File: config.mk
export PLATFORM = sky130hd
export DESIGN_NAME = txasync_top
export DESIGN_NICKNAME = d
export VERILOG_FILES = /design/src/csr_pkg.sv /design/src/sr_pkg.sv /design/src/sr_capture.sv /design/src/sr_csr.sv /design/src/sr_deserializer.sv /design/src/sr_serializer.sv /design/src/sr_update.sv /design/src/txasync_top.sv
export SDC_FILE = /design/constraint.sdc
export NUM_CORES = 1
export LEC_CHECK = 0
export BUFFER_PORTS_ARGS = -buffer_cell sky130_fd_sc_hd__buf_2
export CELL_PAD_IN_SITES_DETAIL_PLACEMENT = 1
export CELL_PAD_IN_SITES_GLOBAL_PLACEMENT = 2
export CORE_UTILIZATION = 31
export DETAILED_ROUTE_END_ITERATION = 12
export PLACE_DENSITY_LB_ADDON = 0.1
export SYNTH_ARGS = -nofsm -noshare
export SYNTH_HDL_FRONTEND = slang
export SYNTH_SLANG_ARGS = --single-unit
File: constraint.sdc
create_clock -name osc_clk -period 1.4 [get_ports osc_clk]
set_clock_uncertainty 0.05 [all_clocks]
set_input_delay 0.14 -clock osc_clk [delete_from_list [all_inputs] [get_ports osc_clk]]
set_output_delay 0.14 -clock osc_clk [all_outputs]
set_load 0.02 [all_outputs]
File: src/csr_pkg.sv
// configuration register map for the sideband transport
// wishbone vector types, addresses and bit positions

`default_nettype none

package csr_pkg;

        typedef logic [3:0]  wb_addr_t;
        typedef logic [31:0] wb_data_t;
        typedef logic [15:0] frame_cnt_t;

        // word addresses
        localparam wb_addr_t ADDR_CTRL    = 4'd0;
        localparam wb_addr_t ADDR_RST_VAL = 4'd1;
        localparam wb_addr_t ADDR_STATUS  = 4'd2;

        // ctrl fields
        localparam int CTRL_ENABLE   = 0;
        localparam int CTRL_LOOPBACK = 1;

        // status fields, parity flag is write one to clear
        localparam int STATUS_PAR_ERR = 0;
        localparam int FRAME_CNT_LSB  = 16;

endpackage

`default_nettype wire

File: src/sr_pkg.sv
// shift-register transport definitions
// frame width default and serializer states

`default_nettype none

package sr_pkg;

        // status bits carried per SSR frame, parity excluded
        localparam int SSR_WIDTH_DEFAULT = 16;

        // serializer sequence
        // idle for one cycle, shift data and parity, then strobe load
        typedef enum logic [1:0] {
                SER_IDLE  = 2'd0,
                SER_SHIFT = 2'd1,
                SER_LOAD  = 2'd2
        } ser_state_t;

endpackage

`default_nettype wire

File: src/sr_capture.sv
// transmit capture stage
// synchronizes status bits, selects loopback and appends even parity

`timescale 1ns/10ps
`default_nettype none

module sr_capture #(
        parameter int SSR_WIDTH = sr_pkg::SSR_WIDTH_DEFAULT
) (
        input  wire                     osc_clk,
        input  wire                     rst,
        input  wire [SSR_WIDTH-1:0]     status_in,
        input  wire                     loopback,
        input  wire [SSR_WIDTH-1:0]     ctl_fb,
        output logic [SSR_WIDTH:0]      cap_word
);

        logic [SSR_WIDTH-1:0] sync_meta;
        logic [SSR_WIDTH-1:0] sync_q;
        logic [SSR_WIDTH-1:0] cap_sel;

        // two-flop synchronizer, each bit settles on its own
        always_ff @(posedge osc_clk) begin
                if (rst) begin
                        sync_meta <= '0;
                        sync_q    <= '0;
                end else begin
                        sync_meta <= status_in;
                        sync_q    <= sync_meta;
                end
        end

        // loopback sends the received outputs back out
        assign cap_sel = loopback ? ctl_fb : sync_q;

        // parity in the top bit makes the whole word xor to zero
        always_ff @(posedge osc_clk) begin
                if (rst) begin
                        cap_word <= '0;
                end else begin
                        cap_word <= {^cap_sel, cap_sel};
                end
        end

endmodule

`default_nettype wire

File: src/sr_csr.sv
// wishbone classic slave for transport control
// holds enable, loopback, output reset value, parity flag and frame count

`timescale 1ns/10ps
`default_nettype none

module sr_csr #(
        parameter int SSR_WIDTH = sr_pkg::SSR_WIDTH_DEFAULT
) (
        input  wire                     osc_clk,
        input  wire                     rst,
        input  wire                     wb_cyc,
        input  wire                     wb_stb,
        input  wire                     wb_we,
        input  csr_pkg::wb_addr_t       wb_adr,
        input  csr_pkg::wb_data_t       wb_dat_w,
        input  wire                     frame_good,
        input  wire                     frame_bad,
        output csr_pkg::wb_data_t       wb_dat_r,
        output logic                    wb_ack,
        output logic                    enable,
        output logic                    loopback,
        output logic [SSR_WIDTH-1:0]    rst_val
);

        logic                   wr_strobe;
        logic                   par_err;
        csr_pkg::frame_cnt_t    frame_cnt;

        // single-cycle write, qualified so a held stb does not write twice
        assign wr_strobe = wb_cyc & wb_stb & wb_we & ~wb_ack;

        always_ff @(posedge osc_clk) begin
                if (rst) begin
                        wb_ack    <= 1'b0;
                        enable    <= 1'b0;
                        loopback  <= 1'b0;
                        rst_val   <= '0;
                        par_err   <= 1'b0;
                        frame_cnt <= '0;
                end else begin
                        wb_ack <= wb_cyc & wb_stb & ~wb_ack;
                        if (wr_strobe && wb_adr == csr_pkg::ADDR_CTRL) begin
                                enable   <= wb_dat_w[csr_pkg::CTRL_ENABLE];
                                loopback <= wb_dat_w[csr_pkg::CTRL_LOOPBACK];
                        end
                        if (wr_strobe && wb_adr == csr_pkg::ADDR_RST_VAL) begin
                                rst_val <= wb_dat_w[SSR_WIDTH-1:0];
                        end
                        // a new error wins over a clear in the same cycle
                        if (frame_bad) begin
                                par_err <= 1'b1;
                        end else if (wr_strobe && wb_adr == csr_pkg::ADDR_STATUS &&
                                     wb_dat_w[csr_pkg::STATUS_PAR_ERR]) begin
                                par_err <= 1'b0;
                        end
                        // wraps at full scale
                        if (frame_good) begin
                                frame_cnt <= frame_cnt + 1'b1;
                        end
                end
        end

        // read mux, sampled by the master with ack
        always_comb begin
                wb_dat_r = '0;
                case (wb_adr)
                        csr_pkg::ADDR_CTRL: begin
                                wb_dat_r[csr_pkg::CTRL_ENABLE]   = enable;
                                wb_dat_r[csr_pkg::CTRL_LOOPBACK] = loopback;
                        end
                        csr_pkg::ADDR_RST_VAL: wb_dat_r[SSR_WIDTH-1:0] = rst_val;
                        csr_pkg::ADDR_STATUS: begin
                                wb_dat_r[csr_pkg::STATUS_PAR_ERR] = par_err;
                                wb_dat_r[csr_pkg::FRAME_CNT_LSB +: $bits(frame_cnt)] = frame_cnt;
                        end
                        default: wb_dat_r = '0;
                endcase
        end

endmodule

`default_nettype wire

File: src/sr_deserializer.sv
// SSR receive shift register
// collects serial bits and checks even parity on each load strobe

`timescale 1ns/10ps
`default_nettype none

module sr_deserializer #(
        parameter int SSR_WIDTH = sr_pkg::SSR_WIDTH_DEFAULT
) (
        input  wire                     osc_clk,
        input  wire                     rst,
        input  wire                     ser_data,
        input  wire                     ser_load,
        output logic [SSR_WIDTH-1:0]    rx_word,
        output logic                    frame_good,
        output logic                    frame_bad
);

        logic [SSR_WIDTH:0]     shift_q;
        logic                   par_ok;

        // lsb arrives first, so new bits enter at the top
        always_ff @(posedge osc_clk) begin
                if (!ser_load) begin
                        shift_q <= {ser_data, shift_q[SSR_WIDTH:1]};
                end
        end

        // data and parity together xor to zero on a clean frame
        assign par_ok = ~^shift_q;

        always_ff @(posedge osc_clk) begin
                if (rst) begin
                        frame_good <= 1'b0;
                        frame_bad  <= 1'b0;
                end else begin
                        frame_good <= ser_load & par_ok;
                        frame_bad  <= ser_load & ~par_ok;
                end
        end

        // data word, only meaningful alongside frame_good
        always_ff @(posedge osc_clk) begin
                if (ser_load) begin
                        rx_word <= shift_q[SSR_WIDTH-1:0];
                end
        end

endmodule

`default_nettype wire

File: src/sr_serializer.sv
// SSR frame sequencer
// shifts the captured word out lsb first, then strobes load

`timescale 1ns/10ps
`default_nettype none

module sr_serializer #(
        parameter int SSR_WIDTH = sr_pkg::SSR_WIDTH_DEFAULT
) (
        input  wire                     osc_clk,
        input  wire                     rst,
        input  wire                     enable,
        input  wire [SSR_WIDTH:0]       cap_word,
        output logic                    ser_data,
        output logic                    ser_load
);

        localparam int CNT_W = $clog2(SSR_WIDTH + 1);
        localparam logic [CNT_W-1:0] LAST_BIT = CNT_W'(SSR_WIDTH);

        sr_pkg::ser_state_t     state;
        logic [CNT_W-1:0]       bit_cnt;
        logic [SSR_WIDTH:0]     shift_q;

        always_ff @(posedge osc_clk) begin
                if (rst) begin
                        state   <= sr_pkg::SER_IDLE;
                        bit_cnt <= '0;
                end else begin
                        case (state)
                                // enable only matters here, a running frame completes
                                sr_pkg::SER_IDLE: begin
                                        bit_cnt <= '0;
                                        if (enable) begin
                                                state <= sr_pkg::SER_SHIFT;
                                        end
                                end
                                sr_pkg::SER_SHIFT: begin
                                        bit_cnt <= bit_cnt + 1'b1;
                                        if (bit_cnt == LAST_BIT) begin
                                                state <= sr_pkg::SER_LOAD;
                                        end
                                end
                                default: state <= sr_pkg::SER_IDLE;
                        endcase
                end
        end

        // frame payload
        always_ff @(posedge osc_clk) begin
                if (state == sr_pkg::SER_IDLE) begin
                        shift_q <= cap_word;
                end else begin
                        shift_q <= shift_q >> 1;
                end
        end

        // line is held low outside the data bits
        assign ser_data = (state == sr_pkg::SER_SHIFT) ? shift_q[0] : 1'b0;
        assign ser_load = (state == sr_pkg::SER_LOAD);

endmodule

`default_nettype wire

File: src/sr_update.sv
// receive update stage
// drives the control outputs from good frames or the reset value

`timescale 1ns/10ps
`default_nettype none

module sr_update #(
        parameter int SSR_WIDTH = sr_pkg::SSR_WIDTH_DEFAULT
) (
        input  wire                     osc_clk,
        input  wire                     rst,
        input  wire                     enable,
        input  wire [SSR_WIDTH-1:0]     rst_val,
        input  wire [SSR_WIDTH-1:0]     rx_word,
        input  wire                     frame_good,
        output logic [SSR_WIDTH-1:0]    ctl_out
);

        // while disabled the outputs track the programmed reset value,
        // so it is also what they hold until the first good frame
        always_ff @(posedge osc_clk) begin
                if (rst) begin
                        ctl_out <= '0;
                end else if (!enable) begin
                        ctl_out <= rst_val;
                end else if (frame_good) begin
                        ctl_out <= rx_word;
                end
        end

endmodule

`default_nettype wire

File: src/txasync_top.sv
// die-to-die sideband transport, transmit side with loop-back receiver
// joins the register block, capture, serializer, deserializer and update

`timescale 1ns/10ps
`default_nettype none

module txasync_top #(
        parameter int SSR_WIDTH = sr_pkg::SSR_WIDTH_DEFAULT
) (
        input  wire                     osc_clk,
        input  wire                     rst,
        input  wire                     wb_cyc,
        input  wire                     wb_stb,
        input  wire                     wb_we,
        input  csr_pkg::wb_addr_t       wb_adr,
        input  csr_pkg::wb_data_t       wb_dat_w,
        output csr_pkg::wb_data_t       wb_dat_r,
        output wire                     wb_ack,
        input  wire [SSR_WIDTH-1:0]     status_in,
        output wire                     sr_data_out,
        output wire                     sr_load_out,
        input  wire                     sr_data_in,
        input  wire                     sr_load_in,
        output wire [SSR_WIDTH-1:0]     ctl_out
);

        wire                    enable;
        wire                    loopback;
        wire [SSR_WIDTH-1:0]    rst_val;
        wire [SSR_WIDTH:0]      cap_word;
        wire [SSR_WIDTH-1:0]    rx_word;
        wire                    frame_good;
        wire                    frame_bad;

        sr_csr #(.SSR_WIDTH(SSR_WIDTH)) i_csr (
                .osc_clk    (osc_clk),
                .rst        (rst),
                .wb_cyc     (wb_cyc),
                .wb_stb     (wb_stb),
                .wb_we      (wb_we),
                .wb_adr     (wb_adr),
                .wb_dat_w   (wb_dat_w),
                .frame_good (frame_good),
                .frame_bad  (frame_bad),
                .wb_dat_r   (wb_dat_r),
                .wb_ack     (wb_ack),
                .enable     (enable),
                .loopback   (loopback),
                .rst_val    (rst_val)
        );

        // transmit path
        sr_capture #(.SSR_WIDTH(SSR_WIDTH)) i_capture (
                .osc_clk   (osc_clk),
                .rst       (rst),
                .status_in (status_in),
                .loopback  (loopback),
                .ctl_fb    (ctl_out),
                .cap_word  (cap_word)
        );

        sr_serializer #(.SSR_WIDTH(SSR_WIDTH)) i_serializer (
                .osc_clk  (osc_clk),
                .rst      (rst),
                .enable   (enable),
                .cap_word (cap_word),
                .ser_data (sr_data_out),
                .ser_load (sr_load_out)
        );

        // receive path, fed from the external serial line
        sr_deserializer #(.SSR_WIDTH(SSR_WIDTH)) i_deserializer (
                .osc_clk    (osc_clk),
                .rst        (rst),
                .ser_data   (sr_data_in),
                .ser_load   (sr_load_in),
                .rx_word    (rx_word),
                .frame_good (frame_good),
                .frame_bad  (frame_bad)
        );

        sr_update #(.SSR_WIDTH(SSR_WIDTH)) i_update (
                .osc_clk    (osc_clk),
                .rst        (rst),
                .enable     (enable),
                .rst_val    (rst_val),
                .rx_word    (rx_word),
                .frame_good (frame_good),
                .ctl_out    (ctl_out)
        );

endmodule

`default_nettype wire

==> results of run 1 <==
## kinds of logic (layout without fill, tap and decap cells)
group | after synthesis | count (layout) | share of synthesized area (%)
AO/OA/AOI/OAI | 40 | 40 | 4.00
XOR/XNOR | 56 | 56 | 8.00
adder cells (fa/ha/maj) | 3 | 3 | 0.612
buffers and inverters | 35 | 242 | 2.76
flip-flops | 160 | 160 | 57.6
multiplexers | 61 | 61 | 10.3
AND/OR/NAND/NOR | 201 | 201 | 16.7
## power by group
part | total (mW) | leakage (nW) | internal (mW) | switching (mW)
sequential | 4.98 | 1.36 | 4.89 | 0.0938
clock | 4.52 | 0.275 | 2.50 | 2.02
combinational | 0.983 | 2.03 | 0.542 | 0.441
## registers in the layout, summed over array words and instances (netlist names), 2 cells and up
signal	flops
i_capture.sync_meta	16
i_serializer.bit_cnt	5
i_update.ctl_out	16
i_deserializer.rx_word	16
i_capture.cap_word	17
i_deserializer.shift_q	17
i_csr.rst_val	16
i_serializer.shift_q	17
i_serializer.state	2
i_capture.sync_q	16
i_csr.frame_cnt	16
## cells in the final DEF (no fill, tap or decap), drive strengths merged, types with 19 or more instances in the layout
cell,n
nor2,59
edfxtp,33
xor2,32
clkbuf,21
dlygate4sd3,35
dfxtp,127
buf,167
and2,19
and3,19
mux2i,45
nand2,44
a21oi,20
xnor2,24
nor2b,36
## cell type report
class | count | area [sq um] | area share (%)
clock buffers | 17 | 425 | 4.78
clock inverters | 15 | 150 | 1.69
inverters | 4 | 20.0 | 0.225
multi-input cells | 361 | 2720 | 30.5
flip-flops and latches | 160 | 3560 | 40.0
well taps | 265 | 332 | 3.72
repair buffers | 206 | 1700 | 19.1
## routing by layer
| metal | vias up | routed length [um] | track usage (%) |
|---|---|---|---|
| li1 | 2253 | - | - |
| met1 | 2245 | 6930 | 19.3 |
| met2 | 53 | 8390 | 28.9 |
| met3 | 20 | 410 | 2.82 |
| met4 | 0 | 292 | 6.51 |
| met5 | - | 0 | 0 |
## cells in the mapped netlist (6+ instances only)
cell | instances | area share (%)
xnor2_1 | 24 | 3.4
xor2_1 | 32 | 4.6
and2_1 | 19 | 1.9
buf_2 | 6 | 0.49
nor2_1 | 59 | 3.6
and3_1 | 19 | 1.9
dfxtp_1 | 127 | 41
nand2_1 | 44 | 2.7
clkbuf_1 | 19 | 1.2
nor3_1 | 6 | 0.49
mux2_2 | 16 | 2.9
mux2i_1 | 45 | 7.3
nor2b_1 | 36 | 3.7
a211oi_1 | 16 | 2.0
a21oi_1 | 20 | 1.6
edfxtp_1 | 33 | 16
## final timing paths
path	slack, ns	end	startpoint	cells after the start
worst max-delay path	-0.17	i_deserializer.frame_bad$_SDFF_PP0_	i_deserializer.shift_q[7]$_DFFE_PN_	6
worst min-delay path	0.12	i_csr.loopback$_SDFFE_PP0P_	wb_adr[1]	5
worst min register to register	0.38	i_serializer.shift_q[16]$_SDFF_PN0_	i_capture.cap_word[16]$_SDFF_PP0_	1
worst max register to register	-0.17	i_deserializer.frame_bad$_SDFF_PP0_	i_deserializer.shift_q[7]$_DFFE_PN_	6
## worst register-to-register path: stages, from the launching register on
cell and delay (ns):
edfxtp_1 0.43, xnor2_2 0.24, xnor2_2 0.15, xnor2_1 0.16, xnor2_1 0.16, xnor2_1 0.17, nor2b_2 0.16
## through the flow
| step | hold slack, ns | utilization (%) | power (mW) | instances |
|---|---|---|---|---|
| after global placement | 0.269 | 37.7 | 5.85 | 944 |
| after detailed placement | 0.272 | 37.7 | 5.88 | 944 |
| after global routing | 0.138 | 45.9 | 10.9 | 1028 |
| final | 0.121 | 45.9 | 10.5 | 1028 |
| after floorplan | 0.189 | - | 5.57 | 556 |
| after CTS | 0.105 | 43.4 | 10.6 | 1018 |
## timing repair
| item | CTS | global route |
|---|---|---|
| pin swaps | 9 | 17 |
| setup buffers | 8 | 10 |
| cloned | 0 | 3 |
| hold endpoints to repair | 36 | 0 |
| gates resized for setup | 33 | 99 |
| setup endpoints to repair | 17 | 48 |
| hold buffers | 35 | 0 |
==> impl_metrics.tcl, run 1 <==
set metrics [dict create \
    crit_slowest_cell "edfxtp_1" \
    ys_async_sr_fraction_pct 0 \
    drtIter0Drc 90 \
    crit_type "register to register" \
    fin_crit_sh_pct 112 \
    grt_pass1_vias 4734 \
    clk_latency_ns 0.42 \
    hold_violations 0 \
    htree_levels 4 \
    dp_hpwl_mm 10.9 \
    via_per_inst 4.45 \
    power_density_mw_per_mm2 1180 \
    slew_headroom_pct 65.0 \
    dieWidth_um 143 \
    grt_pass1_wl_mm 24.7 \
    endpoint_kind "register" \
    violations "setup timing" \
    critPathLaunchType "register" \
    drt_wl_total_mm 16.0 \
    antennaDiodeCount 0 \
    finalMaxSlewViolations 0 \
    timing.fmax_mhz 636 \
    dieArea_sq_mm 0.0203 \
    via_count 4571 \
    antenna_found_initial 0 \
    cts_sinks 160 \
    status "finished with violations" \
    gr-usage-all-layers_pct 16.2 \
    port-buffer-count 93 \
    cp_slowest_stage_delay_ns 0.43 \
    grt_max_degree 35 \
    std_cell_rows 51 \
    floorplan.initialDensity_pct 31.6 \
    wl_per_cell_um 15.6 \
    cts_root_buffer "clkbuf_16" \
    syn_area_sq_mm 0.00613 \
    peakVddDrop_v 0.000906 \
    synth.avg_cell_area_sq_um 11.0 \
    crit_arrival_ns 1.89 \
    dp_slack_ns -0.163 \
    area.growth.synth_to_final_pct 45.3 \
    drcViolationCount 0 \
    fp.dieH_um 143 \
    cts_tree "done" \
    crit_path_cell_trace "xnor2_2, xnor2_2, xnor2_1, xnor2_1, xnor2_1, nor2b_2" \
    cpMostUsedCell "xnor2_1" \
    tightest_slew_ns 0.525 \
    fin_nets 812 \
    io_pins 110 \
    drive_gt1_share_pct 37.9 \
    yosysSeqAreaShare_pct 57.6 \
    finish.instance_area_sq_mm 0.00891 \
    grt_setup_unrepaired "true" \
    critPathMaxFanout 2 \
    synth_cells 556 \
    drtPass1Iterations 4 \
    syn_nets 618 \
    detailed_place.area_sq_mm 0.00732 \
    grt-ovfl-total 0 \
    yosys_warnings 0 \
    p_leak_nw 3.67 \
    cts.clk_slew.worst_paths_ns 0.07 \
    synth_edf_count 33 \
    fillers 2114 \
    path_delay_family "XOR/XNOR gates" \
    clockBufferDepth 2 \
    cts_inserted_buffers 17 \
    period_minus_slack_ns 1.57 \
    ys_ff_latch 160 \
    setup_viol 8 \
    routabilityCongestion 0.744 \
    worstPathRequired_ns 1.71 \
    setup_ws_ns -0.172 \
    crit_buf_inv 0 \
    synth_cell_type_count 36 \
    hp-class "primary input to register" \
    drv_cap 0 \
    finalSetupTns_ns -0.748 \
    core_sq_mm 0.0194 \
    synth_flop_cell "dfxtp_1" \
    ant_nets 0 \
]
No activity file was read; power rests on OpenSTA's default activity.
==> inputs of run 2 (changes only) <==
--- a/config.mk
+++ b/config.mk
@@ -5,10 +5,11 @@
 export SDC_FILE = /design/constraint.sdc
 export NUM_CORES = 1
 export LEC_CHECK = 0
+export ABC_AREA = 1
 export BUFFER_PORTS_ARGS = -buffer_cell sky130_fd_sc_hd__buf_2
 export CELL_PAD_IN_SITES_DETAIL_PLACEMENT = 1
 export CELL_PAD_IN_SITES_GLOBAL_PLACEMENT = 2
-export CORE_UTILIZATION = 31
+export CORE_UTILIZATION = 29
 export DETAILED_ROUTE_END_ITERATION = 12
 export PLACE_DENSITY_LB_ADDON = 0.1
 export SYNTH_ARGS = -nofsm -noshare
==> constraint.sdc (replaced) <==
create_clock -name osc_clk -period 1.3 [get_ports osc_clk]
set_clock_uncertainty 0.05 [all_clocks]
set_input_delay 0.13 -clock osc_clk [delete_from_list [all_inputs] [get_ports osc_clk]]
set_output_delay 0.13 -clock osc_clk [all_outputs]
set_load 0.02 [all_outputs]
==> run 2 against run 1 <==
Against the previous run: the flow finishes with violations (DRC, setup timing); critical path depth rose by 8; maximum frequency grew 0.76%; routed wire length is 32% higher; flip-flop and latch count stayed put; die area up 14%; via count rose by 36%; global-route usage grew 2.0 points; cell count is 37% higher; power up 11%; sequential power up 7.4%; design area increased by 21%; first-iteration DRC count rose by 79%; critical path type unchanged; largest power group unchanged; highest routed layer unchanged.
==> impl_metrics.tcl, run 2 <==
set metrics [dict create \
    setup_viol 46 \
    setup_ws_ns -0.261 \
    grt_pass1_vias 6597 \
    synth_most_common_cell "nand2_1" \
    crit_type "register to register" \
    dieWidth_um 152 \
    synth_top_cells_by_count "nand2_1 (246), inv_1 (141), dfxtp_1 (127)" \
    fin_nets 1182 \
    slew_headroom_pct 81.9 \
    cts_sinks 160 \
    peakVddDrop_v 0.000657 \
    timing.fmax_mhz 641 \
    synth_edf_count 33 \
    crit_buf_inv 3 \
    cp_slowest_stage_delay_ns 0.34 \
    fp.dieH_um 152 \
    cts_tree "done" \
    io_pins 110 \
    power_density_mw_per_mm2 1080 \
    syn_area_sq_mm 0.00655 \
    min_from "sr_load_in" \
    fin_util_pct 49.1 \
    synth.avg_cell_area_sq_um 7.60 \
    yosys.area.top_type "dfxtp_1" \
    synth_top_area_share_pct 38.8 \
    r2r-end "i_capture.cap_word[16]$_SDFF_PP0_" \
    drcViolationCount 1 \
    ys_ff_latch 160 \
    critPathMaxFanout 7 \
    hold_depth 3 \
    cpMostUsedCell "nand2_1" \
    std_cell_rows 54 \
    period_minus_slack_ns 1.56 \
    synth_cells 862 \
    r2r_start "i_csr.loopback$_SDFFE_PP0P_" \
    worst_hold_path.endpoint "i_deserializer.shift_q[12]$_DFFE_PN_" \
    core_sq_mm 0.0220 \
    path_delay_family "simple AND/OR/NAND/NOR gates" \
    synth_cell_type_count 30 \
    p_leak_nw 4.81 \
    drive_gt1_share_pct 44.7 \
    wl_per_cell_um 15.0 \
    status "finished with violations" \
    area.growth.synth_to_final_pct 64.6 \
    antennaDiodeCount 0 \
    clockBufferDepth 2 \
    layout_commonest_cell "nand2_1" \
    endpoint_kind "register" \
    drt_wl_total_mm 21.2 \
    grt_setup_unrepaired "true" \
    cts_inserted_buffers 17 \
    reg_top3 "i_capture.cap_word (17), i_deserializer.shift_q (17), i_serializer.shift_q (17)" \
    gr-usage-all-layers_pct 18.2 \
    hold_violations 0 \
    antenna_found_initial 0 \
    drtIter0Drc 161 \
    cts_root_buffer "clkbuf_16" \
    drtPass1Iterations 8 \
    reg2reg_slack_ns -0.26 \
    clk_latency_ns 0.43 \
    tightest_slew_ns 0.270 \
    crit_slowest_cell "dfxtp_2" \
    yosysSeqAreaShare_pct 53.9 \
    syn_nets 924 \
    hp-class "primary input to register" \
    startpoint "i_csr.loopback$_SDFFE_PP0P_" \
    drv_cap 0 \
    via_count 6226 \
    ys_async_sr_fraction_pct 0 \
    rr_worst_depth 14 \
    yosys_warnings 0 \
    crit_path_cell_trace "buf_8, clkbuf_16, nand2_1, nand2_1, nand2_1, nand2_2, inv_2, nand2_1, nand2_1, nand2_1, nand2_2, nand2_1, nand2_1, nor2_2" \
    grt_max_degree 53 \
    violations "DRC, setup timing" \
    htree_levels 4 \
    finish.instance_area_sq_mm 0.0108 \
    synth_area_leaders "dfxtp_1 (39%), edfxtp_1 (15%), nand2_1 (14%)" \
    cts.clk_slew.worst_paths_ns 0.07 \
    via_per_inst 4.41 \
    port-buffer-count 93 \
    crit_arrival_ns 1.84 \
    dieArea_sq_mm 0.0232 \
    detailed_place.area_sq_mm 0.00815 \
    dp_hpwl_mm 13.8 \
    grt-ovfl-total 0 \
    worstPathRequired_ns 1.58 \
    mostFrequentLayoutCells "nand2_1 (181), inv_1 (105), buf_4 (102)" \
    synth_flop_cell "dfxtp_1" \
    critPathLaunchType "register" \
    grt_pass1_wl_mm 33.2 \
    fin_crit_sh_pct 120 \
    floorplan.initialDensity_pct 29.8 \
    routabilityCongestion 0.799 \
    finalMaxSlewViolations 0 \
    ant_nets 0 \
]
run 2: cell type report:
class / instances / area (sq um)
clock buffers: 17 / 425
clock inverters: 15 / 178
flip-flops and latches: 160 / 3590
multi-input cells: 525 / 3130
fillers: 2571 / 11200
repair buffers: 270 / 2530
well taps: 280 / 350
inverters: 146 / 573
run 2: worst max-delay path by stage:
stage / endpoint / slack (ns) / cells after the start
after detailed placement: i_csr.rst_val[15]$_SDFFE_PP0P_ / -0.33 / 8
after global placement: i_csr.rst_val[15]$_SDFFE_PP0P_ / -0.28 / 8
final: i_capture.cap_word[16]$_SDFF_PP0_ / -0.26 / 14
after global routing: i_capture.cap_word[16]$_SDFF_PP0_ / -0.38 / 12
after CTS: wb_dat_r[1] / -0.27 / 5
after floorplan: i_capture.cap_word[16]$_SDFF_PP0_ / -0.06 / 14
run 2: stage by stage:
step / hold WS (ns) / TNS [ns] / setup WS [ns] / std cells / power [mW]
after floorplan: 0.179 / -0.126 / -0.0634 / 862 / 5.86
after global placement: 0.262 / -7.29 / -0.276 / 1298 / 6.20
after detailed placement: 0.260 / -9.76 / -0.335 / 1298 / 6.23
after CTS: 0.0786 / -3.90 / -0.274 / 1396 / 11.7
after global routing: 0.106 / -6.63 / -0.381 / 1413 / 12.1
final: 0.111 / -3.39 / -0.261 / 1413 / 11.6
run 2: cell families after synthesis:
group                    Yosys count  synth area share (%)
AO/OA/AOI/OAI                     88                  7.43
XOR/XNOR                          15                  2.01
adder cells (fa/ha/maj)            3                 0.573
buffers and inverters            177                  10.6
flip-flops                       160                  53.9
AND/OR/NAND/NOR                  419                  25.5
run 2: where the power goes:
| part | internal [mW] | switching [mW] |
|---|---|---|
| Sequential | 5.24 | 0.104 |
| Combinational | 0.518 | 0.597 |
| Clock | 2.89 | 2.26 |
run 2: metal layers:
layer | part of all wire, % | vias up | routed length (um) | track usage (%)
li1 | - | 3168 | - | -
met1 | 43 | 2965 | 9020 | 21.1
met2 | 53 | 64 | 11300 | 33.5
met5 | 0 | - | 0 | 0
met3 | 2.1 | 29 | 443 | 3.53
met4 | 1.8 | 0 | 389 | 5.73
run 2: what timing repair did:
item | in CTS | in global routing
setup endpoints to repair | 75 | 82
resized for setup | 210 | 191
endpoints found under the hold margin | 36 | 0
pin swaps | 50 | 57
setup buffers | 27 | 16
cloned | 5 | 4
hold buffers | 35 | 0
run 2: worst register-to-register path: stages (launching register included):
cell and delay (ns):
dfxtp_2 0.34, buf_8 0.14, clkbuf_16 0.16, nand2_1 0.06, nand2_1 0.05, nand2_1 0.09
nand2_2 0.09, inv_2 0.08, nand2_1 0.05, nand2_1 0.06, nand2_1 0.06, nand2_2 0.07
nand2_1 0.05, nand2_1 0.07, nor2_2 0.03
